File: src/logic/bank_ram.sv
`timescale 1ns/1ps

module bank_ram #(
  parameter int width = 16,
  parameter int depth = 64
) (
  input  logic                     clk,
  input  logic                     we,
  input  logic                     re,
  input  logic [$clog2(depth)-1:0] row,
  input  logic [width-1:0]         wdata,
  output logic [width-1:0]         rdata
);

  logic [width-1:0] mem [depth];
  logic [width-1:0] rd_q1;
  logic [width-1:0] rd_q2;

  // single port, the controller never reads and writes one bank together
  always_ff @(posedge clk) begin
    if (we)
      mem[row] <= wdata;
    if (re)
      rd_q1 <= mem[row];
    rd_q2 <= rd_q1; // second read stage
  end

  assign rdata = rd_q2;

endmodule

File: config.mk
export PLATFORM = sky130hd
export DESIGN_NAME = bank_ram
export DESIGN_NICKNAME = d
export VERILOG_FILES = /design/src/logic/bank_ram.sv
export SDC_FILE = /design/constraint.sdc
export NUM_CORES = 1
export LEC_CHECK = 0
export ABC_AREA = 0
export BUFFER_PORTS_ARGS = -buffer_cell sky130_fd_sc_hd__buf_4
export CAP_MARGIN = 15
export CORE_MARGIN = 8
export CORE_UTILIZATION = 48
export CTS_CLUSTER_DIAMETER = 30
export DETAILED_ROUTE_END_ITERATION = 12
export GPL_ROUTABILITY_DRIVEN = 0
export GPL_TIMING_DRIVEN = 1
export SLEW_MARGIN = 20
export SYNTH_ARGS = -nofsm -noshare
export SYNTH_HDL_FRONTEND = slang
export SYNTH_SLANG_ARGS = --single-unit
File: constraint.sdc
create_clock -name clk -period 6.8 [get_ports clk]
set_clock_uncertainty 0.05 [all_clocks]
set_input_delay 0 -clock clk [delete_from_list [all_inputs] [get_ports clk]]
set_output_delay 0 -clock clk [all_outputs]
set_load 0.05 [all_outputs]
### After elaboration in Yosys (flattened, before gate mapping)

Memories as Yosys holds them, arrays and structs flattened. A register that Yosys moved wholly into a read port is not among the register bits.
Cells that the tools add are included.

| cells by class | value |
|---|---|
| multiplexer cells | 2 |

Operator list:

| kind | count |
|---|---|
| $mux W1 | 2 |

| storage, ports and cells | value |
|---|---|
| flip-flop bits (word level) | 16 |
| RAM bits | 1024 |
| input port bits | 25 |
| output and inout port bits | 16 |
| word-level logic and storage cells | 4 |
| memories | 1 |

Memory list:

| memory | words | bits a word | read ports | clocked after Yosys merged registers in | wr ports | line | source |
|---|---|---|---|---|---|---|---|
| mem | 64 | 16 | 1 | 1 | 1 | 15 | `logic [width-1:0] mem [depth];` |

### Longest topological paths before layout

| depth | value |
|---|---|
| depth in word-level cells | 2 |
| mapped depth | 11 |
| mapped depth without buffers | 6 |

### Worst setup path before layout

No wires, ideal clock.

| timing path | value |
|---|---|
| kind | input -> register |
| start | in row[0] |
| end | mem mem[13][0] (enable) |
| arrival | 1.977 ns |
| setup slack | 4.385 ns |
| cell stages on the path | 8 |
| buffers on the path | 5 |
| cells stage by stage | buf_4 nor2b_1 buf_2 buf_6 buf_4 clkbuf_1 nand3_1 nor2_1 |

RTL lines:

| item | line | source |
|---|---|---|
| from (decl) | 10 | `input logic [$clog2(depth)-1:0] row,` |
| to (decl) | 15 |  |

Straight into the memory's write port.

==> results.sh <==
export IMPL_synth_seq_area_share_pct=79.0
export IMPL_yosys_warnings=0
export IMPL_drive_above_1_share_pct=18.4
export IMPL_drc=0
export IMPL_yosysMostFrequentCell="edfxtp_1"
export IMPL_synth_xor_area_share_pct=0
export IMPL_synth_ff_type="edfxtp_1"
export IMPL_dp_hpwl_microns=65700
export IMPL_ir_drop_uv=251
export IMPL_fp_dieW_microns=305
export IMPL_maxSlewHeadroom_pct=19.2
export IMPL_track_usage_pct=24.5
export IMPL_final_area_sq_um=48500
export IMPL_maxSlewViolCount=0
export IMPL_cts_setup_buffers=0
export IMPL_clock_latency_ns=0.76
export IMPL_max_cap_violations=0
export IMPL_overflow=0
export IMPL_syn_nets=2305
export IMPL_start_util_pct=48.1
export IMPL_dpl_cell_area_sq_um=41700
export IMPL_path_class="input pin to register"
export IMPL_crit_slowest_cell="and2_1"
export IMPL_ys_top_cells_by_area="edfxtp_1, mux2i_1, a22oi_1"
export IMPL_cts_tree="built"
export IMPL_synth_top_family_by_area="compound AO/OA/AOI/OAI gates"
export IMPL_total_power_uw=17600
export IMPL_nets=2489
export IMPL_critPathMostFrequentCell="buf_4"
export IMPL_netlist_area_sq_um=40000
export IMPL_worst_pin_slew_ns=1.21
export IMPL_synth_edff_count=1040
export IMPL_setup_tns_ns=0
export IMPL_hold_class="input pin to register"
export IMPL_synthAdderAreaFrac_pct=0
export IMPL_io_pins=41
export IMPL_muxShareOfSynthArea_pct=4.70
export IMPL_ctsResizeCount=0
export IMPL_cts_sinks=1056
export IMPL_setup_worst_path_end_class="register"
export IMPL_status="finished, final reports clean"
export IMPL_drt_iter0_markers=2770
export IMPL_synth_compound_area_share_pct=11.4
export IMPL_synth_simple_area_share_pct=2.90
export IMPL_p_per_area_nw_per_um2=364
export IMPL_rows=106
export IMPL_viasPerCell=6.37
export IMPL_clk_path_buf_depth=3
export IMPL_fillerInstances=6142
export IMPL_critical_path_max_fanout=49
export IMPL_ys_types=55
export IMPL_die_area_sq_um=92700
export IMPL_portBuffers=40
export IMPL_synth_top_cells_by_count="edfxtp_1, a22oi_1, nor2_1"
export IMPL_slowest_delay_ns=0.74
export IMPL_crit_chain="buf_6, nor2b_4, buf_4, buf_4, and2_1, buf_4, a22oi_1, a31oi_1, a21oi_1, nand4_1"
export IMPL_cts_root_buf="clkbuf_16"
export IMPL_area_growth_pct=21.2
export IMPL_wirelength_microns=116000
export IMPL_fmax_mhz=305
export IMPL_synth_top_area_share_pct=78.2
export IMPL_cp_arrival_ns=3.85
export IMPL_avgSynthCellArea_sq_um=17.5
export IMPL_core_sq_um=83000
export IMPL_rsz0062_at_grt="false"
export IMPL_hold_viol=0
export IMPL_synth_async_sr_flop_share_pct=0
export IMPL_grt_pass1_vias=23400
export IMPL_cp_required_ns=7.37
export IMPL_yosysTopAreaCell="edfxtp_1"
export IMPL_fin_crit_sh_pct=48.2
export IMPL_avgRoutedWirePerCell_microns=31.2
export IMPL_worst_setup_path_start_kind="input pin"
export IMPL_antenna_found_initial=3
export IMPL_die_h_microns=305
export IMPL_ys_ff_latch=1056
export IMPL_fin_crit_ns=3.28
export IMPL_grt_max_degree=130
export IMPL_synth_cells=2280
export IMPL_cts_clk_slew_worst_paths_ns=0.05
export IMPL_leakagePower_uw=0.0160
export IMPL_cts_hold_buffers=21
export IMPL_ant_nets=0
export IMPL_grt_pass1_wl_microns=166000
export IMPL_first_pass_iters=8
export IMPL_num_vias=23600
export IMPL_cts_buffers=185
export IMPL_cts_htree_levels=4
export IMPL_setup_viol=0
==> stage by stage <==
step	util [%]	hold slack, ns	instances	setup WS, ns
3_5_place_dp	50.2	0.313	3336	2.83
4_1_cts	58.3	0.0221	3701	3.63
6_report	58.4	0.0925	3704	3.52
2_1_floorplan	-	0.0489	2280	4.38
3_3_place_gp	50.1	0.331	3335	2.89
5_1_grt	58.3	0.116	3701	3.47
==> routing by layer <==
| layer | wire (microns) | track usage, % | share of wire (%) | vias to the layer above |
|---|---|---|---|---|
| met5 | 19 | 0 | 0.016 | - |
| met4 | 4360 | 9.90 | 3.8 | 2 |
| met3 | 13000 | 7.05 | 11 | 237 |
| met2 | 52400 | 37.3 | 45 | 1522 |
| met1 | 45800 | 33.2 | 40 | 12000 |
| li1 | - | - | - | 9864 |
==> state kept, by name (all words and copies together), names as in the netlist <==
register  cells
rdata        16
rd_q1        16
mem        1024
==> worst max-delay path, delay by kind of cell <==
kind | cells | cell delay (ns)
compound gates | 3 | 0.83
buf+inv | 4 | 1.80
simple gates | 3 | 1.14
==> layout make-up <==
| type | count | area [sq um] | area share (%) |
|---|---|---|---|
| Inverter | 2 | 7.51 | 0.0155 |
| Multi-Input combinational cell | 1060 | 7670 | 15.8 |
| Tap cell | 1080 | 1350 | 2.79 |
| Sequential cell | 1056 | 31600 | 65.1 |
| Clock buffer | 207 | 4810 | 9.92 |
| Clock inverter | 137 | 1760 | 3.64 |
| Timing Repair Buffer | 159 | 1290 | 2.66 |
| Antenna cell | 3 | 7.51 | 0.0155 |
==> cell families (layout without fill, tap and decap cells) <==
kind of cell / count (synthesis) / after routing
flops: 1056 / 1056
compound gates: 617 / 617
simple gates: 265 / 265
mux: 178 / 178
buf+inv: 164 / 505
other cells: 0 / 3
==> layout by cell type (no fill, tap or decap), types with 39 or more instances in the layout <==
master / n
o22ai_1: 58
mux2i_1: 154
buf_4: 133
nand2_1: 39
a22oi_1: 196
a21oi_1: 74
edfxtp_1: 1040
clkbuf_16: 188
a221oi_1: 106
nor2_1: 154
==> report_power, final <==
group          total (uW)  internal [uW]  leakage (uW)  switching [uW]
Sequential           7270           7230       0.00950            31.6
Combinational         774            201       0.00337             573
Clock                9590           6360       0.00313            3230
Total               17600          13800        0.0160            3830
==> path summary, 6_finish.rpt <==
| check | to | slack (ns) | cells after the start | startpoint |
|---|---|---|---|---|
| max | rd_q1[5] | 3.52 | 10 | row[1] |
| min | rd_q1[11] | 0.09 | 4 | row[3] |
| max reg2reg | rd_q1[6] | 4.10 | 5 | mem[3][6] |
| min reg2reg | rdata[3] | 0.34 | 0 | rd_q1[3] |
Power figures use the tool's default switching activity.
