`config.mk`:
```
export PLATFORM = sky130hd
export DESIGN_NAME = request_pipe
export DESIGN_NICKNAME = d
export VERILOG_FILES = /design/src/logic/mpmem_pkg.sv /design/src/logic/request_pipe.sv
export VERILOG_INCLUDE_DIRS = /design/src /design/src/logic
export SDC_FILE = /design/constraint.sdc
export NUM_CORES = 1
export LEC_CHECK = 0
export ABC_AREA = 1
export BUFFER_PORTS_ARGS = -buffer_cell sky130_fd_sc_hd__buf_4
export CAP_MARGIN = 20
export CELL_PAD_IN_SITES_DETAIL_PLACEMENT = 0
export CELL_PAD_IN_SITES_GLOBAL_PLACEMENT = 1
export CORE_MARGIN = 2
export CORE_UTILIZATION = 40
export CTS_BUF_LIST = sky130_fd_sc_hd__clkbuf_4
export DETAILED_ROUTE_END_ITERATION = 10
export PLACE_DENSITY = 0.91
export SYNTH_ARGS = -nofsm -noshare
export SYNTH_HDL_FRONTEND = slang
export SYNTH_SLANG_ARGS = --single-unit
```
`constraint.sdc`:
```
create_clock -name clk -period 0.88 [get_ports clk]
set_clock_uncertainty 0.1 [all_clocks]
set_input_delay 0 -clock clk [delete_from_list [all_inputs] [get_ports clk]]
set_output_delay 0 -clock clk [all_outputs]
set_load 0.005 [all_outputs]
```
`src/logic/mpmem_defs.svh`:
```
`ifndef MPMEM_DEFS_SVH
`define MPMEM_DEFS_SVH

// data word width
`define MPMEM_WIDTH 16

// data bank count, bank number taken from the low address bits
`define MPMEM_NUM_BANKS 8
`define MPMEM_BANK_BITS 3

// rows per bank, row taken from the upper address bits
`define MPMEM_NUM_ROWS 64
`define MPMEM_ROW_BITS 6

`define MPMEM_ADDR_BITS 9

// read latency of every bank
`define MPMEM_SRAM_DELAY 2

// parity queue holds latency plus one updates
`define MPMEM_QUEUE_DEPTH 3

`endif

```
`src/logic/mpmem_pkg.sv`:
```
`include "mpmem_defs.svh"

package mpmem_pkg;

  typedef logic [`MPMEM_WIDTH-1:0]     data_t;
  typedef logic [`MPMEM_ROW_BITS-1:0]  row_t;
  typedef logic [`MPMEM_BANK_BITS-1:0] bank_t;
  typedef logic [`MPMEM_ADDR_BITS-1:0] addr_t;
  typedef logic [`MPMEM_NUM_BANKS-1:0] bank_mask_t;

  // one entry per data bank
  typedef row_t  [`MPMEM_NUM_BANKS-1:0] row_vec_t;
  typedef data_t [`MPMEM_NUM_BANKS-1:0] data_vec_t;

  typedef enum logic [1:0] {
    sweep_clear,
    sweep_settle,
    sweep_done
  } sweep_state_t;

endpackage

```
`src/logic/request_pipe.sv`:
```
`timescale 1ns/1ps
`include "mpmem_defs.svh"

module request_pipe (
  input  logic              clk,
  input  logic              rst,
  input  logic              wr_issue,
  input  mpmem_pkg::bank_t  wr_bank,
  input  mpmem_pkg::row_t   wr_row,
  input  mpmem_pkg::data_t  wr_data,
  input  logic              rd0_issue,
  input  mpmem_pkg::bank_t  rd0_bank,
  input  logic              rd1_issue,
  input  mpmem_pkg::bank_t  rd1_bank,
  input  logic              rd1_conflict,
  output logic              wr_issue_out,
  output mpmem_pkg::bank_t  wr_bank_out,
  output mpmem_pkg::row_t   wr_row_out,
  output mpmem_pkg::data_t  wr_data_out,
  output logic              rd0_issue_out,
  output mpmem_pkg::bank_t  rd0_bank_out,
  output logic              rd1_issue_out,
  output mpmem_pkg::bank_t  rd1_bank_out,
  output logic              rd1_conflict_out
);

  localparam int stages = `MPMEM_SRAM_DELAY;

  logic [stages-1:0] wr_v;
  logic [stages-1:0] rd0_v;
  logic [stages-1:0] rd1_v;
  logic [stages-1:0] conf_v;
  mpmem_pkg::bank_t  wr_bank_q  [stages];
  mpmem_pkg::row_t   wr_row_q   [stages];
  mpmem_pkg::data_t  wr_data_q  [stages];
  mpmem_pkg::bank_t  rd0_bank_q [stages];
  mpmem_pkg::bank_t  rd1_bank_q [stages];

  always_ff @(posedge clk) begin
    if (rst) begin
      wr_v   <= '0;
      rd0_v  <= '0;
      rd1_v  <= '0;
      conf_v <= '0;
    end else begin
      wr_v   <= {wr_v[stages-2:0], wr_issue};
      rd0_v  <= {rd0_v[stages-2:0], rd0_issue};
      rd1_v  <= {rd1_v[stages-2:0], rd1_issue};
      conf_v <= {conf_v[stages-2:0], rd1_conflict};
    end
  end

  always_ff @(posedge clk) begin
    wr_bank_q[0]  <= wr_bank;
    wr_row_q[0]   <= wr_row;
    wr_data_q[0]  <= wr_data;
    rd0_bank_q[0] <= rd0_bank;
    rd1_bank_q[0] <= rd1_bank;
    for (int s = 1; s < stages; s++) begin
      wr_bank_q[s]  <= wr_bank_q[s-1];
      wr_row_q[s]   <= wr_row_q[s-1];
      wr_data_q[s]  <= wr_data_q[s-1];
      rd0_bank_q[s] <= rd0_bank_q[s-1];
      rd1_bank_q[s] <= rd1_bank_q[s-1];
    end
  end

  // last stage lines up with the bank read data
  assign wr_issue_out     = wr_v[stages-1];
  assign wr_bank_out      = wr_bank_q[stages-1];
  assign wr_row_out       = wr_row_q[stages-1];
  assign wr_data_out      = wr_data_q[stages-1];
  assign rd0_issue_out    = rd0_v[stages-1];
  assign rd0_bank_out     = rd0_bank_q[stages-1];
  assign rd1_issue_out    = rd1_v[stages-1];
  assign rd1_bank_out     = rd1_bank_q[stages-1];
  assign rd1_conflict_out = conf_v[stages-1];

endmodule

```
; Word level (Yosys, flattened, before mapping)
; Memory sizes are Yosys's and may differ from the RTL's.
; Index checks and enable logic that the tools add are counted.
[word_totals]
input_bits = 37
wordCells = 9
mem_bits_rw = 62
out_inout_bits = 35
register_bits = 8
mem_count = 5
[memory_table]
columns = name, words, width, read_ports, rd_ports_with_merged_regs, write_ports, line_no
row1 = wr_data_q, 2, 16, 2, 0, 2, request_pipe.sv:35  ; mpmem_pkg::data_t wr_data_q [stages];
row2 = wr_row_q, 2, 6, 2, 0, 2, request_pipe.sv:34  ; mpmem_pkg::row_t wr_row_q [stages];
row3 = rd0_bank_q, 2, 3, 2, 0, 2, request_pipe.sv:36  ; mpmem_pkg::bank_t rd0_bank_q [stages];
row4 = rd1_bank_q, 2, 3, 2, 0, 2, request_pipe.sv:37  ; mpmem_pkg::bank_t rd1_bank_q [stages];
row5 = wr_bank_q, 2, 3, 2, 0, 2, request_pipe.sv:33  ; mpmem_pkg::bank_t wr_bank_q [stages];

; Depth between registers and ports, before layout
[logic_depth]
depth_word = 0
ltp_mapped = 2
ltp_nobuf = 2

; Least setup slack after synthesis
; Ideal clock, no wire load.
[synth_path]
path_type = flip-flop to flip-flop
startpoint = reg conf_v[0]
endpoint = reg conf_v[1]
synth_period_minus_slack_ps = 548
slack_ps = 332
setup_ps = 111
path_stages_with_launch = 3
n_path_buf = 0
arrival_time_ps = 337
required_time_ps = 669
cell_sequence = dfxtp_1 inv_1 nor2_1
[synth_lines]
columns = element, line_no
row1 = from (decl), request_pipe.sv:32  ; logic [stages-1:0] conf_v;
row2 = from (signal assigned), request_pipe.sv:49  ; conf_v <= {conf_v[stages-2:0], rd1_conflict};
; No word-level cell between the ends.

==> run summary <==
status: finished with violations
failing checks: negative setup slack
DR vias: 991
WL per Instance: 10.6 µm
# rows: 23
initial antenna violation count: 0
NumNets Final: 241
#FFs+latches synth: 70
post-layout min period: 0.931 ns
post-DP HPWL: 1560 µm
Req. time, crit path: 0.78 ns
GRT Overall Usage: 13.0%
Final Setup Violations: 35
hold endpoint: wr_row_q[0][2]
dpl cell area: 2060 µm²
Slew headroom: 92.0%
count of cells along the worst hold path: 2
Min Hold Slack: 0.143 ns
worst path cell trace: buf_6
Max clock buf depth: 2
drt via density: 3.84
syn_nets: 155
die width: 69.3 µm
I/O Pins: 72
initial core utilization: 42.0%
antenna cells: 0
Std-Cell Core Area: 4060 µm²
final instance area: 2640 µm²
number of global-route vias before repair: 1022
Reg2Reg Capture Point: rd0_v[1]
most common cell after layout, fill and taps aside: dfxtp_1
Critical Path Sink Type: output port
CTS tree: built
H-tree Lvls: 3
final WL: 2740 µm
gp weighted congestion: 0.629
Sink Count: 70
total CTS buffers: 9
flop-to-flop setup slack: 0.29 ns
port bufs: 71
unrepaired setup endpoints after global routing: true
die footprint: 4800 µm²
crit share post-route: 106%
Syn Area/Cell: 14.5 µm²
Crit path largest cell delay: 0.34 ns
DIE HEIGHT: 69.3 µm
Synthesis Warnings: 0
Area Overhead vs Synth: 54.5%
max-cap violations: 0
Place WS: 0.305 ns
Mapped Cells: 118
Arr. time, crit path: 0.83 ns
cells on worst reg2reg path: 2
largest net degree at the start of global routing: 13
most frequent cells in the layout: 51 x dfxtp_1, 48 x buf_4, 36 x dlygate4sd3_1
Clock transition at path regs: 0.11 ns
worst-path fanout max: 1
Slew @ Worst Pin: 0.119 ns
layout cells sized above 1: 50.0%
total gr overflow: 0
Post-Syn Area: 1710 µm²
Synth area leaders: dfxtp_1 82%, buf_4 14%, inv_1 1.8%
kind of cell adding the most delay to the critical path: flip-flops
Hold Crit Class: input port to register
Final ANT Viol Nets: 0
Worst-Skew Late Latency: 0.39 ns
Seq/Total Area, Yosys: 82.2%
reg2reg start: rd0_v[0]
beginning of the worst hold path: wr_row[2]
Unique masters post-synth: 5
critical path class: register to output port
post-route setup slack: -0.0509 ns
first-pass GRT wire length: 4490 µm
P_leak: 0.00121 µW
post-layout util: 64.9%
Worst setup SP type: register
top-area cell type share of the netlist area: 82.2%
DR DRC count: 0
Critical-path top delay cell: dfxtp_2
Slew Viols, Final: 0
Synth area leader: dfxtp_1
Final Hold Vio Count: 0
Initial DRT Pass Iterations: 4
Root Driver: clkbuf_4
pwr dens: 2050 nW/µm²
VDD IR-drop max: 0.00152 V
CP bufs+invs: 1
iteration-0 DRC count of the detailed router: 18
number of setup buffers added after CTS: 0
Max Fclk: 1070 MHz
-- area by class of cell --
class	instances	area, µm²
flip-flops and latches	70	1430
clock buffers	9	67.6
repair buffers	107	980
well taps	50	62.6
fillers	285	1420
inverters	8	30.0
clock inverters	6	40.0
multi-input cells	8	30.0
-- through the flow --
stage          TNS [ns]  cells  total power (µW)
2_1_floorplan         0    118              3570
3_3_place_gp          0    207              3710
3_5_place_dp          0    207              3720
4_1_cts           -2.52    258              5420
5_1_grt           -3.78    258              5720
6_report          -1.29    258              5400
-- Yosys cell counts --
library cell and number:
dfxtp_1 70, buf_4 31, inv_1 8, nor2_1 8, buf_6 1
-- flip-flops by register name (all words and copies together), names as in the netlist --
register    flops
rd0_bank_q      6
wr_bank_q       6
rd1_v           2
wr_data_q      32
rd0_v           2
rd1_bank_q      6
wr_row_q       12
conf_v          2
wr_v            2
-- repair_timing --
action | in CTS | in global routing
endpoints found under the hold margin | 39 | 0
endpoints found under the setup margin | 35 | 35
gates resized for setup | 6 | 36
hold buffers | 36 | 0
-- worst max-delay path by stage --
stage	startpoint	to	slack, ns	cells past startpoint
2_1_floorplan	conf_v[0]	conf_v[1]	0.33	2
3_3_place_gp	conf_v[0]	conf_v[1]	0.33	2
3_5_place_dp	rd0_v[0]	rd0_v[1]	0.31	2
4_1_cts	wr_data_q[0][16]	wr_data_out[0]	-0.08	1
5_1_grt	wr_row_q[0][8]	wr_row_out[2]	-0.13	1
6_report	wr_data_q[0][25]	wr_data_out[9]	-0.05	1
-- kinds of logic after synthesis --
logic type	synth area share, %
flip-flops	82.2
AND/OR/NAND/NOR	1.76
buffers and inverters	16.1
-- per-layer routing --
metal | part of all wire, % | track usage, % | vias to the layer above
met2 | 57 | 22.0 | 48
met5 | 0 | 0 | -
met4 | 1.2 | 9.80 | 0
met3 | 7.1 | 6.69 | 4
met1 | 34 | 11.6 | 446
li1 | - | - | 493
-- power breakdown --
| group | total (µW) | internal, µW | switching [µW] |
|---|---|---|---|
| Sequential | 3390 | 3340 | 49.4 |
| Clock | 1580 | 553 | 1030 |
| Combinational | 432 | 333 | 98.5 |
No activity file was read; power rests on OpenSTA's default activity.
