==> src/logic/mpmem_defs.svh <==
`ifndef MPMEM_DEFS_SVH
`define MPMEM_DEFS_SVH

// data word width
`define MPMEM_WIDTH 16

// data bank count, bank number taken from the low address bits
`define MPMEM_NUM_BANKS 8
`define MPMEM_BANK_BITS 3

// rows per bank, row taken from the upper address bits
`define MPMEM_NUM_ROWS 64
`define MPMEM_ROW_BITS 6

`define MPMEM_ADDR_BITS 9

// read latency of every bank
`define MPMEM_SRAM_DELAY 2

// parity queue holds latency plus one updates
`define MPMEM_QUEUE_DEPTH 3

`endif

==> src/logic/mpmem_pkg.sv <==
`include "mpmem_defs.svh"

package mpmem_pkg;

  typedef logic [`MPMEM_WIDTH-1:0]     data_t;
  typedef logic [`MPMEM_ROW_BITS-1:0]  row_t;
  typedef logic [`MPMEM_BANK_BITS-1:0] bank_t;
  typedef logic [`MPMEM_ADDR_BITS-1:0] addr_t;
  typedef logic [`MPMEM_NUM_BANKS-1:0] bank_mask_t;

  // one entry per data bank
  typedef row_t  [`MPMEM_NUM_BANKS-1:0] row_vec_t;
  typedef data_t [`MPMEM_NUM_BANKS-1:0] data_vec_t;

  typedef enum logic [1:0] {
    sweep_clear,
    sweep_settle,
    sweep_done
  } sweep_state_t;

endpackage

==> src/logic/read_return.sv <==
`timescale 1ns/1ps
`include "mpmem_defs.svh"

module read_return (
  input  logic                  rd0_issue_out,
  input  mpmem_pkg::bank_t      rd0_bank_out,
  input  logic                  rd1_issue_out,
  input  mpmem_pkg::bank_t      rd1_bank_out,
  input  logic                  rd1_conflict_out,
  input  mpmem_pkg::data_vec_t  bank_rdata,
  input  mpmem_pkg::data_t      par_word,
  output logic                  rd0_valid,
  output mpmem_pkg::data_t      rd0_data,
  output logic                  rd1_valid,
  output mpmem_pkg::data_t      rd1_data
);

  mpmem_pkg::data_t rebuilt;

  // port 1 lost its bank to port 0, rebuild from the rest of the row
  always_comb begin
    rebuilt = par_word;
    for (int i = 0; i < `MPMEM_NUM_BANKS; i++) begin
      if (rd1_bank_out != mpmem_pkg::bank_t'(i))
        rebuilt = rebuilt ^ bank_rdata[i];
    end
  end

  assign rd0_valid = rd0_issue_out;
  assign rd0_data  = bank_rdata[rd0_bank_out];
  assign rd1_valid = rd1_issue_out;
  assign rd1_data  = rd1_conflict_out ? rebuilt : bank_rdata[rd1_bank_out];

endmodule

==> config.mk <==
export PLATFORM = sky130hd
export DESIGN_NAME = read_return
export DESIGN_NICKNAME = d
export VERILOG_FILES = /design/src/logic/mpmem_pkg.sv /design/src/logic/read_return.sv
export VERILOG_INCLUDE_DIRS = /design/src /design/src/logic
export SDC_FILE = /design/constraint.sdc
export NUM_CORES = 1
export LEC_CHECK = 0
export BUFFER_PORTS_ARGS = -buffer_cell sky130_fd_sc_hd__buf_2
export CORE_MARGIN = 2
export CORE_UTILIZATION = 45
export DETAILED_ROUTE_END_ITERATION = 6
export PLACE_DENSITY = 0.82
export REMOVE_ABC_BUFFERS = 1
export SYNTH_ARGS = -nofsm -noshare
export SYNTH_HDL_FRONTEND = slang
export SYNTH_SLANG_ARGS = --single-unit
==> constraint.sdc <==
create_clock -name vclk -period 2.6
set_clock_uncertainty 0.1 [all_clocks]
set_input_delay 0.26 -clock vclk [all_inputs]
set_output_delay 0.26 -clock vclk [all_outputs]
set_load 0.05 [all_outputs]
# ---- Word level (Yosys, flattened, before mapping)
# Index checks and enable logic that the tools add are counted.
dict set report totals {
  inputBits 153
  out_inout_bits 34
  ff_bits 0
  wordCells 31
}
dict set report classes {
  n_reduce_logical 1
  mux 13
  magnitude_cmp 2
  eq_ne 7
  bitwise_logic 8
}
# op n
set ops {}
lappend ops {{2-to-1 mux 16 bit} 11}
lappend ops {{XOR 16 bit} 8}
lappend ops {{binary-select mux 16 bit (select 3 bit)} 2}
lappend ops {{!= test 3 bit, second input constant} 4}
lappend ops {{less-than comparator 3 x 4 -> 1 bit, second input constant} 2}
lappend ops {{!= test 3 x 2 -> 1 bit, second input constant} 2}
lappend ops {{!= test 3 x 1 -> 1 bit, second input constant} 1}
lappend ops {{nonzero test 3 bit} 1}

# ---- Depth between registers and ports, before layout
dict set report depth {
  word_depth 17
  mapped_depth 11
  depth_no_buf 6
}

# ---- Worst setup path after synthesis
# OpenSTA, ideal clock, no wires.
dict set report synth_path {
  kind {input to output}
  startpoint {in rd1_bank_out[0]}
  endpoint {out rd1_data[10]}
  arrival_ns 2.454
  n_path_buf 3
  path_slack_ns -0.214
  cell_stages 9
  t_required_ns 2.240
  cell_sequence {buf_4 -> buf_6 -> or3b_2 -> clkbuf_1 -> a21o_1 -> a31oi_1 -> a211oi_2 -> xnor2_1 -> mux2i_1}
}
dict set report synth_between {
  elab_chain_cells 17
}
# element line
set synth_lines {}
lappend synth_lines {{from (decl)} read_return.sv:8} ;# input mpmem_pkg::bank_t rd1_bank_out,
lappend synth_lines {{nonzero test 3 bit} read_return.sv:24} ;# if (rd1_bank_out != mpmem_pkg::bank_t'(i))
lappend synth_lines {{2-to-1 mux 16 bit} read_return.sv:24}
lappend synth_lines {{XOR 16 bit} read_return.sv:25} ;# rebuilt = rebuilt ^ bank_rdata[i];
lappend synth_lines {{2-to-1 mux 16 bit} read_return.sv:24}
lappend synth_lines {{XOR 16 bit} read_return.sv:25}
lappend synth_lines {{2-to-1 mux 16 bit} read_return.sv:24}
lappend synth_lines {{XOR 16 bit} read_return.sv:25}
lappend synth_lines {{2-to-1 mux 16 bit} read_return.sv:24}
lappend synth_lines {{XOR 16 bit} read_return.sv:25}
lappend synth_lines {{2-to-1 mux 16 bit} read_return.sv:24}
lappend synth_lines {{XOR 16 bit} read_return.sv:25}
lappend synth_lines {{2-to-1 mux 16 bit} read_return.sv:24}
lappend synth_lines {{XOR 16 bit} read_return.sv:25}
lappend synth_lines {{2-to-1 mux 16 bit} read_return.sv:24}
lappend synth_lines {{XOR 16 bit} read_return.sv:25}
lappend synth_lines {{2-to-1 mux 16 bit} read_return.sv:24}
lappend synth_lines {{2-to-1 mux 16 bit (*)} read_return.sv:32} ;# assign rd1_data = rd1_conflict_out ? rebuilt : bank_rdata[rd1_bank_out];
lappend synth_lines {{to (decl)} read_return.sv:15} ;# output mpmem_pkg::data_t rd1_data
# Mark *: on every way between the ends. The rest lies on a longest branch, timed or not. The select of a mux whose other input is x is not followed.

# ---- Final worst setup path
dict set report layout_path {
  startpoint {in rd1_bank_out[1]}
  endpoint {out rd1_data[0]}
}
# The elaborated chain is that of the path after synthesis.

==> summary.txt <==
Global routing
  – Largest net degree at the start of global routing: 60
  – Number of global-route vias before repair: 5745
  – GR Layer Usage met2: 0.4806
  – Total track usage: 0.2668
  – Antenna violations before repair: 2
  – First-pass GRT wire length: 28350 µm
  – M1 GR Usage: 0.3360
  – GRT Max-Usage Layer: met2
  – Global routing usage on met3: 0.02976
  – GRT overflow: 0

Detailed routing
  – Post-route DRC: 0
  – Drt first pass iters: 7
  – Via-to-Cell Ratio: 6.610
  – ANT nets after route: 0
  – WL/cell: 19.41 µm
  – Post-Route WL: 18620 µm
  – Drt first-iter violations: 606
  – Via count: 6339

Final layout
  – Finished Core Util: 0.5662
  – Seq cells: 0
  – FF+latch area: 0 µm²
  – Area grow syn2layout: 23.85%
  – Clk_buf instances: 0
  – Fill cell count: 1074
  – Post-Layout Inst Area: 0.006744 mm²
  – Final Net Count: 964
  – Fraction of layout cells with a size suffix above 1: 0.4190
  – Final non-filler cell total: 959

Critical path
  – Worst endpoint required time: 2.24 ns
  – Startpoint types: primary input
  – Critical path endpoint category: primary output
  – Crit-path max FO: 16
  – Data arrival time of the critical path: 2.18 ns
  – Worst setup path startpoint: rd1_bank_out[1]
  – Crit path kind: primary input to primary output

STA
  – RSZ-0062 raised after global routing: true
  – Fin Setup TNS: 0 ns
  – Setup-failing EPs final: 0
  – Final cycle utilization of the critical path: 0.9751
  – F_max: 394.4 MHz
  – Rel. slew slack: 0.5391
  – Final Critical Period: 2.535 ns
  – Measured slew at the worst slew-check pin: 0.6914 ns
  – Worst hold margin: 0.4201 ns
  – Final Hold Fails: 0
  – Final-report max-slew violation count: 0

Hold path
  – Hold Path Sink: rd0_valid
  – Hold_sp: rd0_issue_out
  – Hold path depth: 0
  – HP Class: primary input to primary output

Die
  – Initial core utilization: 0.4571
  – Core outline area: 0.01191 mm²
  – Full die area: 0.01300 mm²
  – Die width: 114 µm
  – Row Count: 40
  – Die extent in y: 114 µm
  – IO Count: 187

Clock tree
  – Cts hold-fix bufs: 0

Place
  – Dpl hpwl: 13970 µm
  – Placer congestion estimate: 0.8666
  – Dpl cells: 951
  – Dpl cell area: 0.006608 mm²
  – Port bufs: 183

Yosys
  – Top post-synthesis cells by count: 65 x nand2_1, 64 x mux4_2, 52 x a21oi_1
  – Most common cell in the netlist: nand2_1
  – Post-synthesis cell area: 0.005445 mm²
  – Cells after synthesis: 649
  – Sequential area share after synthesis: 0
  – Netlist cell types: 58
  – Synth top area share: 0.2647
  – Synth area leaders: mux4_2 26%, xnor3_1 5.8%, a21oi_1 4.8%
  – Syn avg cell area: 8.390 µm²
  – Yosys warnings: 0
  – Synth area leader: mux4_2

Power and ir drop
  – Clk network pwr share: 0
  – Comb power frac: 1.000
  – VDD IR-drop max: 0.2268 mV
  – Internal cell power: 827.7 µW
  – NetSw: 1.034 mW
  – Flop pwr share: 0
  – Sw Ratio: 0.5554
  – Leakage: 2.805 nW
  – Pwr Density: 276.0 mW/mm²

Flow run
  – Max cap viols: 0

Status
  – Outcome: finished clean
-- cell type report --
class | count | area [µm²] | area share
inverter | 4 | 15.01 | 0.002226
antenna | 3 | 7.507 | 0.001113
multi-input combinational | 573 | 5041 | 0.7475
timing repair buffer | 232 | 1496 | 0.2219
tap | 147 | 183.9 | 0.02727
-- cell families (layout without fill, tap and decap cells) --
logic type      after synthesis  after routing  share of synthesized area
buf+inv                      76            236                    0.07813
other cells                   0              3                          0
mux                         102            102                     0.3394
xor+xnor                     58             58                     0.1287
simple gates                197            197                     0.1813
compound gates              216            216                     0.2725
-- worst max-delay path: stages --
cell and delay, ns:
buf_4 0.15, buf_12 0.15, nand3_1 0.14, a21oi_1 0.10, or3_1 0.39, and3_1 0.20, or3_1 0.37, a31o_1 0.22
buf_4 0.19
-- worst max path at each step --
| stage | endpoint | slack [ns] | cells after the start |
|---|---|---|---|
| after floorplan | rd1_data[13] | -0.09 | 6 |
| after global placement | rd1_data[14] | -0.002 | 9 |
| after detailed placement | rd1_data[10] | -0.09 | 9 |
| after CTS | rd1_data[0] | 0.02 | 9 |
| after global routing | rd1_data[14] | -0.01 | 9 |
| final | rd1_data[0] | 0.06 | 9 |
-- per-layer routing --
layer | routed length, µm | vias to the layer above | share of wire
met2 | 9466 | 329 | 0.51
met4 | 278 | 0 | 0.015
met3 | 1480 | 26 | 0.079
met5 | 0 | - | 0
met1 | 7392 | 3065 | 0.40
li1 | - | 2919 | -
-- per-stage QoR --
step	total power, mW	worst slack, ns
floorplan	1.176	-0.08576
global placement	1.764	-0.001565
detailed placement	1.793	-0.08759
CTS	1.818	0.01810
global route	1.975	-0.01248
finish	1.862	0.06477
-- cell usage in the layout (no fill, tap or decap), types with 9 or more instances in the layout --
cell type,n
xnor2_1,21
o21ai_0,27
o32ai_1,12
a21oi_1,52
buf_12,11
xnor3_1,14
o22ai_1,12
and2_1,9
buf_4,46
mux4_2,64
mux2_2,17
mux2i_1,20
a31oi_1,17
o221ai_1,11
o211ai_1,11
nor2_1,41
buf_2,166
a211oi_1,9
a21o_1,10
nand2_1,63
nand3_1,25
xor2_1,23
-- power groups by stage --
stage                clock [mW]  sequential (mW)  combinational, mW
finish              0.000000155                0               1.86
global route        0.000000103                0               1.98
CTS                           0                0               1.82
detailed placement            0                0               1.79
global placement              0                0               1.76
floorplan                     0                0               1.18
-- repair_timing --
item	in CTS	in global routing
endpoints found under the setup margin	6	14
cloned	0	1
setup buffers	0	4
resized for setup	8	27
pin swaps	0	1
Power figures use the tool's default switching activity.
