<file path="src/logic/mpmem_defs.svh">
`ifndef MPMEM_DEFS_SVH
`define MPMEM_DEFS_SVH

// data word width
`define MPMEM_WIDTH 16

// data bank count, bank number taken from the low address bits
`define MPMEM_NUM_BANKS 8
`define MPMEM_BANK_BITS 3

// rows per bank, row taken from the upper address bits
`define MPMEM_NUM_ROWS 64
`define MPMEM_ROW_BITS 6

`define MPMEM_ADDR_BITS 9

// read latency of every bank
`define MPMEM_SRAM_DELAY 2

// parity queue holds latency plus one updates
`define MPMEM_QUEUE_DEPTH 3

`endif

</file>
<file path="src/logic/mpmem_pkg.sv">
`include "mpmem_defs.svh"

package mpmem_pkg;

  typedef logic [`MPMEM_WIDTH-1:0]     data_t;
  typedef logic [`MPMEM_ROW_BITS-1:0]  row_t;
  typedef logic [`MPMEM_BANK_BITS-1:0] bank_t;
  typedef logic [`MPMEM_ADDR_BITS-1:0] addr_t;
  typedef logic [`MPMEM_NUM_BANKS-1:0] bank_mask_t;

  // one entry per data bank
  typedef row_t  [`MPMEM_NUM_BANKS-1:0] row_vec_t;
  typedef data_t [`MPMEM_NUM_BANKS-1:0] data_vec_t;

  typedef enum logic [1:0] {
    sweep_clear,
    sweep_settle,
    sweep_done
  } sweep_state_t;

endpackage

</file>
<file path="src/logic/init_sweep.sv">
`timescale 1ns/1ps
`include "mpmem_defs.svh"

module init_sweep (
  input  logic             clk,
  input  logic             rst,
  output logic             sweep_active,
  output mpmem_pkg::row_t  sweep_row,
  output logic             ready
);

  mpmem_pkg::sweep_state_t state;
  mpmem_pkg::row_t         row_cnt;
  logic [1:0]              settle_cnt; // counts the parity drain cycles

  always_ff @(posedge clk) begin
    if (rst) begin
      state      <= mpmem_pkg::sweep_clear;
      row_cnt    <= '0;
      settle_cnt <= '0;
    end else begin
      case (state)
        mpmem_pkg::sweep_clear: begin
          row_cnt <= row_cnt + 1'b1;
          if (row_cnt == mpmem_pkg::row_t'(`MPMEM_NUM_ROWS - 1))
            state <= mpmem_pkg::sweep_settle;
        end
        mpmem_pkg::sweep_settle: begin
          settle_cnt <= settle_cnt + 1'b1;
          if (settle_cnt == 2'(`MPMEM_SRAM_DELAY)) // last parity write has landed
            state <= mpmem_pkg::sweep_done;
        end
        default: state <= mpmem_pkg::sweep_done;
      endcase
    end
  end

  assign sweep_active = (state == mpmem_pkg::sweep_clear);
  assign sweep_row    = row_cnt;
  assign ready        = (state == mpmem_pkg::sweep_done);

endmodule

</file>
<file path="config.mk">
export PLATFORM = sky130hd
export DESIGN_NAME = init_sweep
export DESIGN_NICKNAME = d
export VERILOG_FILES = /design/src/logic/mpmem_pkg.sv /design/src/logic/init_sweep.sv
export VERILOG_INCLUDE_DIRS = /design/src /design/src/logic
export SDC_FILE = /design/constraint.sdc
export NUM_CORES = 1
export LEC_CHECK = 0
export BUFFER_PORTS_ARGS = -buffer_cell sky130_fd_sc_hd__buf_2
export CAP_MARGIN = 20
export CORE_AREA = 8 8 45 47
export CTS_CLUSTER_SIZE = 30
export DETAILED_ROUTE_END_ITERATION = 10
export DIE_AREA = 0 0 53 55
export SYNTH_ARGS = -nofsm -noshare
export SYNTH_HDL_FRONTEND = slang
export SYNTH_SLANG_ARGS = --single-unit
</file>
<file path="constraint.sdc">
create_clock -name clk -period 1.7 [get_ports clk]
set_clock_uncertainty 0.1 [all_clocks]
set_input_delay 0.34 -clock clk [delete_from_list [all_inputs] [get_ports clk]]
set_output_delay 0.34 -clock clk [all_outputs]
set_load 0.01 [all_outputs]
</file>
## Yosys cells after proc, flatten, opt, wreduce, memory -nomap -nowiden

Cells that the tools add are included.

- Register bits: 10
- Input port bits: 2
- Output and inout bits: 8
- Logic and storage cells: 16

- $add $sub $neg: 2
- Equality and inequality tests: 6
- Muxes and demuxes: 3
- Reductions and logical operators: 2

Operators by type and width:

| kind | count |
|---|---|
| $add A6 B1 Y6 const B | 1 |
| $eq A6 B6 Y1 const B | 1 |
| $eq A2 B2 Y1 const B | 2 |
| $mux W2 | 2 |
| $pmux W2 S2 | 1 |
| $add A2 B1 Y2 const B | 1 |
| $eq A2 B1 Y1 const B | 1 |
| $logic_not A2 Y1 | 1 |
| $ne A2 B1 Y1 const B | 1 |
| $ne A2 B2 Y1 const B | 1 |
| $reduce_and A2 Y1 | 1 |

## Longest topological paths before layout

- Depth in word-level cells: 3
- Depth in mapped cells: 5
- Depth with buffers taken out: 5

## Worst setup path before layout

OpenSTA, ideal clock, no wires.

- Path type: reg2reg
- Start: register row_cnt[0] (netlist: sweep_row[0])
- End: register row_cnt[2] (netlist: sweep_row[2])
- Data arrival time: 1.060 ns
- Data required time: 1.472 ns
- Slack: 0.412 ns
- Cell stages (with the launch flop): 5
- Buffers on the path: 0
- Cells stage by stage: dfxtp_1 ha_1 nor3b_1 xnor2_1 nor2_1

- Word-level cells in the longest chain between the ends: 1

Ends and longest elaborated chain:

| item | RTL line | text |
|---|---|---|
| start, declared | init_sweep.sv:13 | `mpmem_pkg::row_t row_cnt;` |
| start signal, assigned | init_sweep.sv:24 | `row_cnt <= row_cnt + 1'b1;` |
| $add A6 B1 Y6 | init_sweep.sv:24 |  |

No other way between the ends.
A chain may end at the register's enable or synchronous reset.

## Worst setup path in the final report

- Start: register state[1]
- End: output port ready

- Word-level cells in the longest chain between the ends: 1

Ends and longest elaborated chain:

| item | RTL line | text |
|---|---|---|
| start, declared | init_sweep.sv:12 | `mpmem_pkg::sweep_state_t state;` |
| start signal, assigned | init_sweep.sv:18 | `state <= mpmem_pkg::sweep_clear;` |
| start signal, assigned | init_sweep.sv:26 | `state <= mpmem_pkg::sweep_settle;` |
| start signal, assigned | init_sweep.sv:31 | `state <= mpmem_pkg::sweep_done;` |
| $eq A2 B2 Y1 | init_sweep.sv:40 | `assign ready = (state == mpmem_pkg::sweep_done);` |
| end, declared | init_sweep.sv:9 | `output logic ready` |

No other way between the ends.

==> impl_results.md <==
- Worst hold start: rst
- RSZ-0062 raised after global routing: false
- RR Endpoint: sweep_row[2]$_SDFFE_PP0P_
- Initial Util: 32.9%
- Slowest CP cell: dfxtp_1
- Reg2Reg Launch Point: sweep_row[0]$_SDFFE_PP0P_
- Worst path arrival time: 1.03 ns
- Comb power frac: 7.3%
- Clock buffer depth: 2
- Nets: 66
- Setup bufs post-CTS: 0
- PD cells: between 800 and 900 nW/um2
- Clock share of power: between 40% and 50%
- P_sw: between 0.0001 and 0.00015 W
- Worst-path clk slew: around 0.070 ns
- Slew margin rel.: between 70% and 80%
- Maximum vdd drop: about 0.56 mV
- Routed via count: about 370
- Via density per instance: 4.84
- Final HPWL DP: about 650 um
- Reg-to-reg setup timing slack: about 0.34 ns
- Largest net degree at the start of global routing: 14
- Crit Path Class: reg2out
- Tcrit/Tclk final: between 80% and 90%
- Yosys top cell by area: dfxtp_1
- Critical-path cell list: nor2b_1, buf_2
- Number of enable flip-flop cells after synthesis: 0
- Power Internal: 0.000387 W
- Reg power frac: 50.1%
- Num ports: 10
- Fraction of layout instances using a drive strength above 1: about 23%
- GRT overflow: 0
- Initial antenna violation count: 0
- Distinct cell type count after synthesis: 21
- Hold_ws: ~0.3 ns
- Post-Syn Area: 455 um2
- Setup TNS Final: 0 ns
- Cells after Synth: 49
- Post-synth net total: 53
- Post-synth ARST share: 0%
- Mean Syn Cell Area: 9.29 um2
- Diodes inserted: 0
- Post-Route WL: ~890 um
- WL/cell: between 10 and 15 um
- Worst reg-to-reg path cell count: 4
- Multi-input logic area: roughly 240 um2
- Setup violations, final: 0
- Main area contributors after synthesis: dfxtp_1 44%, nor2_1 8.2%, xnor2_1 5.8%
- Core ar.: about 1400 um2
- CP startpoint kind: flop
- Fillers: approximately 150
- Pleak: approximately 0.25 nW
- FF+latch area: approximately 200 um2
- Synth Register Bits: 10
- Root Buffer: clkbuf_4
- Clock period minus worst slack: approximately 1.5 ns
- Row cnt: 14
- Prevailing post-synth register cell: dfxtp_1
- Die Wd: 53 um
- CTS buffer count: 3
- 1st-iter DRT viols: 5
- Sw Share: ~22%
- Final hold vios: 0
- IO Port Bufs: 9
- Max-Cap Viols: 0
- Global-route wire length before repair: 1.48 mm
- DRT antenna net count: 0
- Sequential element share of the synthesized area: a little over two fifths
- Worst setup EP type: output pin
- Buf/Inv on CP: 1
- Hold endpoint: state[0]$_SDFFE_PP0P_
- HP Class: in2reg
- CTS tree: yes
- Largest stage delay, worst path: 0.47 ns
- Die Ht: ~55 um
- Max Clk Rate: slightly below 0.7 GHz
- Residual DRC count: 0
- Clk_lat worst skew: 0.27 ns
- P&R area growth vs syn: 21.4%
- Sink Count: 10
- GP Congestion: about 0.7
- Post-cts resize count: 0
- Area share of the largest cell type after synthesis: a little over two fifths
- Largest fanout on the critical path: 7
- Required time of the worst setup path: 1.26 ns
- Number of global-route vias before repair: around 340
- Actual slew at the worst max-slew pin: 0.310 ns
- Status: finished, final reports clean
- Hold Path Stages: 2
- TritonRoute pass-1 iters: 4
- Max Slew Vio Count: 0
- Die area: ~3000 um2
- Post-synth top cells: 10 x dfxtp_1, 10 x nor2_1, 4 x inv_1
- Tot GR Track Use: just over 7%
- Synth warn: 0
- Cts hold-fix bufs: 0
- Stages on worst setup path: 2
- CTS HTree Levels: 1
- CP delay by family, top: flip-flops
-- flip-flops by register name, summed over array words and instances, names as in the netlist --
name / count
settle_cnt: 2
state: 2
sweep_row: 6
-- power groups by stage --
stage	clock network (W)	registers, W	logic (W)
after floorplan	0	0.000256	0.0000214
after global placement	0	0.000254	0.0000366
after detailed placement	0	0.000254	0.0000370
after CTS	0.000223	0.000249	0.0000371
after global routing	0.000239	0.000251	0.0000415
final	0.000212	0.000249	0.0000364
-- layout by cell type (no fill, tap or decap) --
master,count
a311oi_1,2
nand2_1,1
inv_1,4
clkbuf_4,3
and2b_1,1
and3_1,1
buf_2,9
a211oi_1,1
clkbuf_8,1
nor2_1,10
and4_1,1
nor2b_1,1
o21ai_0,1
xnor2_1,3
a32oi_1,1
a31o_1,1
nor3b_4,1
dfxtp_1,10
a41o_1,2
nor3b_1,1
nand2b_1,1
a21oi_1,3
ha_1,2
-- how the worst max path moves through the flow --
stage,from,end,slack [ns]
after floorplan,sweep_row[0]$_SDFFE_PP0P_,sweep_row[2]$_SDFFE_PP0P_,0.41
after detailed placement,sweep_row[0]$_SDFFE_PP0P_,sweep_row[2]$_SDFFE_PP0P_,0.39
final,state[1]$_SDFFE_PP0P_,ready,0.23
after global placement,state[1]$_SDFFE_PP0P_,sweep_row[3]$_SDFFE_PP0P_,0.41
after global routing,state[0]$_SDFFE_PP0P_,sweep_active,0.13
after CTS,state[1]$_SDFFE_PP0P_,sweep_active,0.21
-- per-stage QoR --
stage / setup WS (ns) / total power [W] / utilization (%) / cells / cell area (um2)
after CTS: 0.206 / 0.000509 / 40.0 / 77 / 553
after detailed placement: 0.387 / 0.000291 / 37.3 / 73 / 517
after global placement: 0.412 / 0.000291 / 37.3 / 73 / 517
after global routing: 0.131 / 0.000531 / 40.0 / 77 / 553
final: 0.229 / 0.000498 / 40.0 / 77 / 553
after floorplan: 0.412 / 0.000277 / - / 49 / 455
-- routing by layer --
layer | vias to the layer above | GRT usage, % | share of wire (%)
met2 | 10 | 9.38 | 38
met4 | 0 | 4.31 | 1.3
met5 | - | 0 | 0
met3 | 2 | 6.42 | 13
met1 | 166 | 7.68 | 47
li1 | 195 | - | -
-- layout make-up --
cell class                 instances  area share [%]
sequential                        10            36.2
multi-input combinational         34            42.8
timing repair buffer               9            8.14
inverter                           4            2.71
tap                               16            3.62
clock buffer                       4            6.56
-- worst register-to-register path, delay by kind of cell, from the launching register on --
kind | cells | cell delay, ns
flip-flops | 1 | 0.43
adder cells (fa/ha/maj) | 1 | 0.24
AND/OR/NAND/NOR | 2 | 0.32
XOR/XNOR | 1 | 0.15
-- kinds of logic (layout without fill, tap and decap cells) --
kind of cell	Yosys count	after routing	synth area share, %
flip-flops	10	10	44.0
adder cells (fa/ha/maj)	2	2	5.49
buffers and inverters	5	17	4.12
AND/OR/NAND/NOR	18	18	22.5
XOR/XNOR	3	3	5.77
AO/OA/AOI/OAI	11	11	18.1
No activity file was read; power rests on OpenSTA's default activity.
