### config.mk
export PLATFORM = sky130hd
export DESIGN_NAME = bank_arbiter
export DESIGN_NICKNAME = d
export VERILOG_FILES = /design/src/logic/mpmem_pkg.sv /design/src/logic/bank_arbiter.sv
export VERILOG_INCLUDE_DIRS = /design/src /design/src/logic
export SDC_FILE = /design/constraint.sdc
export NUM_CORES = 1
export LEC_CHECK = 0
export BUFFER_PORTS_ARGS = -buffer_cell sky130_fd_sc_hd__clkbuf_2
export CORE_MARGIN = 1
export CORE_UTILIZATION = 34
export DETAILED_ROUTE_END_ITERATION = 7
export PLACE_DENSITY = 0.81
export SLEW_MARGIN = 20
export SYNTH_ARGS = -nofsm -noshare
export SYNTH_HDL_FRONTEND = slang
export SYNTH_SLANG_ARGS = --single-unit
### constraint.sdc
create_clock -name vclk -period 1.4
set_clock_uncertainty 0.2 [all_clocks]
set_input_delay 0.14 -clock vclk [all_inputs]
set_output_delay 0.14 -clock vclk [all_outputs]
set_load 0.02 [all_outputs]
### src/logic/mpmem_defs.svh
`ifndef MPMEM_DEFS_SVH
`define MPMEM_DEFS_SVH

// data word width
`define MPMEM_WIDTH 16

// data bank count, bank number taken from the low address bits
`define MPMEM_NUM_BANKS 8
`define MPMEM_BANK_BITS 3

// rows per bank, row taken from the upper address bits
`define MPMEM_NUM_ROWS 64
`define MPMEM_ROW_BITS 6

`define MPMEM_ADDR_BITS 9

// read latency of every bank
`define MPMEM_SRAM_DELAY 2

// parity queue holds latency plus one updates
`define MPMEM_QUEUE_DEPTH 3

`endif

### src/logic/mpmem_pkg.sv
`include "mpmem_defs.svh"

package mpmem_pkg;

  typedef logic [`MPMEM_WIDTH-1:0]     data_t;
  typedef logic [`MPMEM_ROW_BITS-1:0]  row_t;
  typedef logic [`MPMEM_BANK_BITS-1:0] bank_t;
  typedef logic [`MPMEM_ADDR_BITS-1:0] addr_t;
  typedef logic [`MPMEM_NUM_BANKS-1:0] bank_mask_t;

  // one entry per data bank
  typedef row_t  [`MPMEM_NUM_BANKS-1:0] row_vec_t;
  typedef data_t [`MPMEM_NUM_BANKS-1:0] data_vec_t;

  typedef enum logic [1:0] {
    sweep_clear,
    sweep_settle,
    sweep_done
  } sweep_state_t;

endpackage

### src/logic/bank_arbiter.sv
`timescale 1ns/1ps
`include "mpmem_defs.svh"

module bank_arbiter (
  input  logic                   ready,
  input  logic                   sweep_active,
  input  mpmem_pkg::row_t        sweep_row,
  input  logic                   wr_en,
  input  mpmem_pkg::addr_t       wr_addr,
  input  mpmem_pkg::data_t       wr_data,
  input  logic                   rd0_en,
  input  mpmem_pkg::addr_t       rd0_addr,
  input  logic                   rd1_en,
  input  mpmem_pkg::addr_t       rd1_addr,
  input  logic                   queue_valid,
  input  mpmem_pkg::row_t        queue_row,
  input  mpmem_pkg::data_t       queue_data,
  output mpmem_pkg::bank_mask_t  bank_we,
  output mpmem_pkg::bank_mask_t  bank_re,
  output mpmem_pkg::row_vec_t    bank_row,
  output mpmem_pkg::data_t       bank_wdata,
  output logic                   par_we,
  output logic                   par_re,
  output mpmem_pkg::row_t        par_row,
  output mpmem_pkg::data_t       par_wdata,
  output logic                   queue_deq,
  output logic                   wr_issue,
  output mpmem_pkg::bank_t       wr_bank,
  output mpmem_pkg::row_t        wr_row,
  output logic                   rd0_issue,
  output mpmem_pkg::bank_t       rd0_bank,
  output logic                   rd1_issue,
  output mpmem_pkg::bank_t       rd1_bank,
  output logic                   rd1_conflict
);

  mpmem_pkg::row_t rd0_row;
  mpmem_pkg::row_t rd1_row;

  assign wr_bank = wr_addr[`MPMEM_BANK_BITS-1:0];
  assign wr_row  = wr_addr[`MPMEM_ADDR_BITS-1:`MPMEM_BANK_BITS];
  assign rd0_bank = rd0_addr[`MPMEM_BANK_BITS-1:0];
  assign rd0_row  = rd0_addr[`MPMEM_ADDR_BITS-1:`MPMEM_BANK_BITS];
  assign rd1_bank = rd1_addr[`MPMEM_BANK_BITS-1:0];
  assign rd1_row  = rd1_addr[`MPMEM_ADDR_BITS-1:`MPMEM_BANK_BITS];

  assign wr_issue     = ready && wr_en;
  assign rd0_issue    = ready && !wr_en && rd0_en; // a write wins the cycle
  assign rd1_issue    = ready && !wr_en && rd1_en;
  assign rd1_conflict = rd0_issue && rd1_issue && (rd0_bank == rd1_bank);

  // parity bank drains whenever the reads cannot need it
  assign queue_deq = queue_valid && (!ready || wr_issue);
  assign par_we    = queue_deq;
  assign par_wdata = queue_data;
  assign par_re    = rd1_conflict;
  assign par_row   = rd1_conflict ? rd1_row : queue_row;

  always_comb begin
    bank_we    = '0;
    bank_re    = '0;
    bank_row   = '0;
    bank_wdata = wr_data;
    if (sweep_active) begin
      bank_we    = '1;
      bank_row   = {`MPMEM_NUM_BANKS{sweep_row}};
      bank_wdata = '0;
    end else if (wr_issue) begin
      bank_we  = mpmem_pkg::bank_mask_t'(1) << wr_bank;
      bank_re  = ~bank_we; // old row of the others feeds the parity update
      bank_row = {`MPMEM_NUM_BANKS{wr_row}};
    end else begin
      for (int i = 0; i < `MPMEM_NUM_BANKS; i++) begin
        if (rd0_issue && rd0_bank == mpmem_pkg::bank_t'(i)) begin
          bank_re[i]  = 1'b1;
          bank_row[i] = rd0_row;
        end
        if (rd1_conflict) begin
          if (rd1_bank != mpmem_pkg::bank_t'(i)) begin
            bank_re[i]  = 1'b1;
            bank_row[i] = rd1_row;
          end
        end else if (rd1_issue && rd1_bank == mpmem_pkg::bank_t'(i)) begin
          bank_re[i]  = 1'b1;
          bank_row[i] = rd1_row;
        end
      end
    end
  end

endmodule

Yosys cells after proc, flatten, opt, wreduce, memory -nomap -nowiden
Cells that the tools add are included.
W data, S select, Z words.

storage, ports and cells
  word-level logic and storage cells = 125
  input port bits = 77
  bits in registers = 0
  output and inout port bits = 124

cells by class
  eq/ne operators = 22
  multiplexer cells = 72
  bitwise gates (word level) = 1
  shift operators = 1
  reduce and logical (&&, ||, !) cells = 29

operators with widths
  cell                   number
  $mux W6                33
  $mux W48               2
  $mux W1                32
  $mux W8                4
  $eq A3 B3 Y1 const B   8
  $logic_and A1 B1 Y1    23
  $mux W16               1
  $eq A3 B2 Y1 const B   4
  $ne A3 B3 Y1 const B   4
  $not A8 Y8             1
  $shl A1 B3 Y8 const A  1
  $eq A3 B1 Y1 const B   2
  $logic_not A3 Y1       2
  $ne A3 B2 Y1 const B   2
  $eq A3 B3 Y1           1
  $ne A3 B1 Y1 const B   1
  $reduce_bool A3 Y1     1
  $logic_not A1 Y1       2
  $logic_or A1 B1 Y1     1

Logic depth before layout (Yosys ltp)
  depth after elaboration = 9
  gate-level depth with buffers = 6
  depth with buffers taken out = 4

Worst setup path before layout
No wires, ideal clock.

  path kind = input -> output
  from = input wr_en
  to = output bank_row[0] in the netlist's numbering
  required time = 1060 ps
  data arrival time = 1508 ps
  stages on the path = 6
  path slack = -448 ps
  buffers on the path = 2
  cells stage by stage = nand2b_1 -> clkbuf_2 -> nor2_4 -> buf_2 -> nand3b_1 -> o22ai_1

RTL lines
  element             line                text
  start: declaration  bank_arbiter.sv:8   input logic wr_en,
  end: declaration    bank_arbiter.sv:20  output mpmem_pkg::row_vec_t bank_row,

==> out/summary.txt <==
violated checks = setup timing
RSZ-0062 raised after global routing = true
Initial DRC Count = 454
chip height = 77.31 um
Synth cell types = 39
Syn Area/Cell = 6.427 um^2
top cells by area, synth = o22ai_1, buf_4, a21oi_1
max cap viols = 0
Max rail drop VDD = 270.4 uV
vias per inst = 6.816
total number of vias = 3994
Setup crit start kind = input pin
core area = 5473 um^2
WS Path Type = in -> out
Residual DRC = 0
Post-Syn Area = 1928 um^2
hpwl dp = 8.032 mm
Max Transition Viols Final = 0
diode count = 0
Worst EP required = 1060 ps
total chip power = 2.133 mW
crit share post-route = 1.461
number of core rows = 27
Hold Vio Cnt, Final = 0
minimum clock period = 2045 ps
total die area = 5976 um^2
status = finished with violations
Critical Path End = bank_row[2]
number of port buffers = 169
pin count of the biggest net entering global routing = 15
worst relative slew slack = 0.7232
slack of the critical path = -644.8 ps
Yosys top cell by area = o22ai_1
drt total wl = 15.35 mm
CP endpoint kind = primary output
routability congestion estimate = 0.9792
fraction of the yosys area taken by sequential cells = 0
fin area = 5057 um^2
Pwr Density = 421.8 nW/um^2
CP startpoint = rd0_addr[1]
Lkg Pwr = 2.185 nW
clock buffer count = 0
area share of the largest cell type after synthesis = 0.1557
Area Overhead vs Synth = 162.3%
hold_sp = queue_data[0]
maximum clock rate = 489.1 MHz
WP data arrival = 1700 ps
cell count after synthesis = 300
CTS Hold Bufs = 0
die width = 77.31 um
Antenna Nets Post-Route = 0
Hold WC Path Type = in -> out
GRT Total Usage = 0.3987
Storage cell area = 0 um^2
final net count = 593
initial antenna violation count = 0
first-pass GRT wire length = 18.91 mm
crit path max fanout = 6
drt first pass iters = 5
Slew @ Worst Pin = 415.2 ps
grt ovf = 0
Yosys warning count = 0
Net Count, Synth = 377
Area after DPL = 3563 um^2
Final Setup Violations = 69
average routed wire per standard cell = 26.19 um
vias in the first global route = 3607
share of layout cells above drive strength 1 = 0.7490
Seq cells = 0
starting density of the core = 0.3523
I/O pins = 201
-- repair_timing --
action / 4_1_cts / 5_1_grt
gates cloned: 1 / 0
buffers inserted: 18 / 7
endpoints found under the setup margin: 72 / 73
pin swaps: 56 / 28
gates resized for setup: 182 / 145
-- cell usage after synthesis --
library cell	count
a21o_1	8
a21oi_1	48
a22oi_1	8
a31o_2	4
a31oi_1	16
a31oi_2	2
a41o_1	2
and2_0	1
and2_1	1
and3_1	1
and3b_1	2
and4_1	1
buf_1	12
buf_2	5
buf_4	35
buf_6	1
clkbuf_1	6
clkbuf_2	1
clkinv_1	1
inv_1	13
mux2_4	6
nand2_1	4
nand2b_1	6
nand3_1	1
nand3b_1	8
nand4_1	8
nor2_1	8
nor2_4	1
nor2b_1	23
nor3_1	2
nor3_2	2
nor3b_1	1
nor4_2	4
o2111ai_1	4
o22ai_1	48
or2_2	3
xnor2_1	1
xor2_1	1
xor2_2	1
-- logic make-up after synthesis --
family / synth area share
AO/OA/AOI/OAI: 0.4543
AND/OR/NAND/NOR: 0.2615
buffers and inverters: 0.2200
multiplexers: 0.04672
XOR/XNOR: 0.01753
-- metal layers --
metal / vias to the layer above / part of all wire / track usage
met3: 153 / 0.10 / 0.08333
met2: 448 / 0.47 / 0.7133
met5: - / 0 / 0
met1: 1835 / 0.34 / 0.4287
li1: 1558 / - / -
met4: 0 / 0.088 / 0.2302
-- power breakdown --
group | leakage, nW | switching [mW] | internal (mW)
clock | 0 | 0 | 0
sequential | 0 | 0 | 0
combinational | 2.19 | 1.15 | 0.983
total | 2.19 | 1.15 | 0.983
-- placed cells by master (no fill, tap or decap), types with 5 or more instances in the layout --
master | synthesis | routed
a21o_1 | 8 | 8
a21oi_1 | 48 | 44
a22oi_2 | 0 | 7
a31oi_1 | 16 | 6
a31oi_4 | 0 | 8
buf_12 | 0 | 5
buf_4 | 35 | 76
buf_6 | 1 | 53
buf_8 | 0 | 33
clkbuf_16 | 0 | 6
clkbuf_2 | 1 | 87
clkbuf_4 | 0 | 6
clkbuf_8 | 0 | 7
inv_1 | 13 | 11
mux2_4 | 6 | 6
nand3b_1 | 8 | 8
nand4_1 | 8 | 8
nor2_1 | 8 | 5
nor2b_1 | 23 | 22
o22ai_1 | 48 | 7
o22ai_2 | 0 | 15
o22ai_4 | 0 | 26
-- stage by stage --
step | hold WS, ps | instances | utilization | TNS, ps | worst slack [ps]
CTS | 80.15 | 582 | 0.8379 | -26360 | -473.3
finish | 80.01 | 586 | 0.9241 | -33250 | -644.8
detailed placement | 80.15 | 564 | 0.6511 | -38120 | -696.0
global route | 80.03 | 586 | 0.9241 | -34470 | -643.5
floorplan | 192.6 | 300 | - | -16240 | -355.5
global placement | 80.15 | 564 | 0.6511 | -36170 | -629.9
-- worst max-delay path, cell delays in order --
cell and delay, ps:
clkbuf_16 140, xor2_4 300, nor4_4 90, buf_4 170, buf_6 120, a31oi_4 350, o22ai_1 190, clkbuf_4 190
-- worst min-delay path by stage --
stage / end / slack (ps) / cells past startpoint
after floorplan: par_wdata[0] / 190 / 1
after global placement: par_wdata[8] / 80 / 0
after detailed placement: par_wdata[8] / 80 / 0
after CTS: par_wdata[8] / 80 / 0
after global routing: par_wdata[0] / 80 / 0
final: par_wdata[0] / 80 / 0
-- cell type report --
class,instances,area [um^2]
Timing Repair Buffer,274,2495
Inverter,14,55.05
Fill cell,195,415.4
Multi-Input combinational cell,226,2417
Tap cell,72,90.09
(Power assumes the default switching activity.)
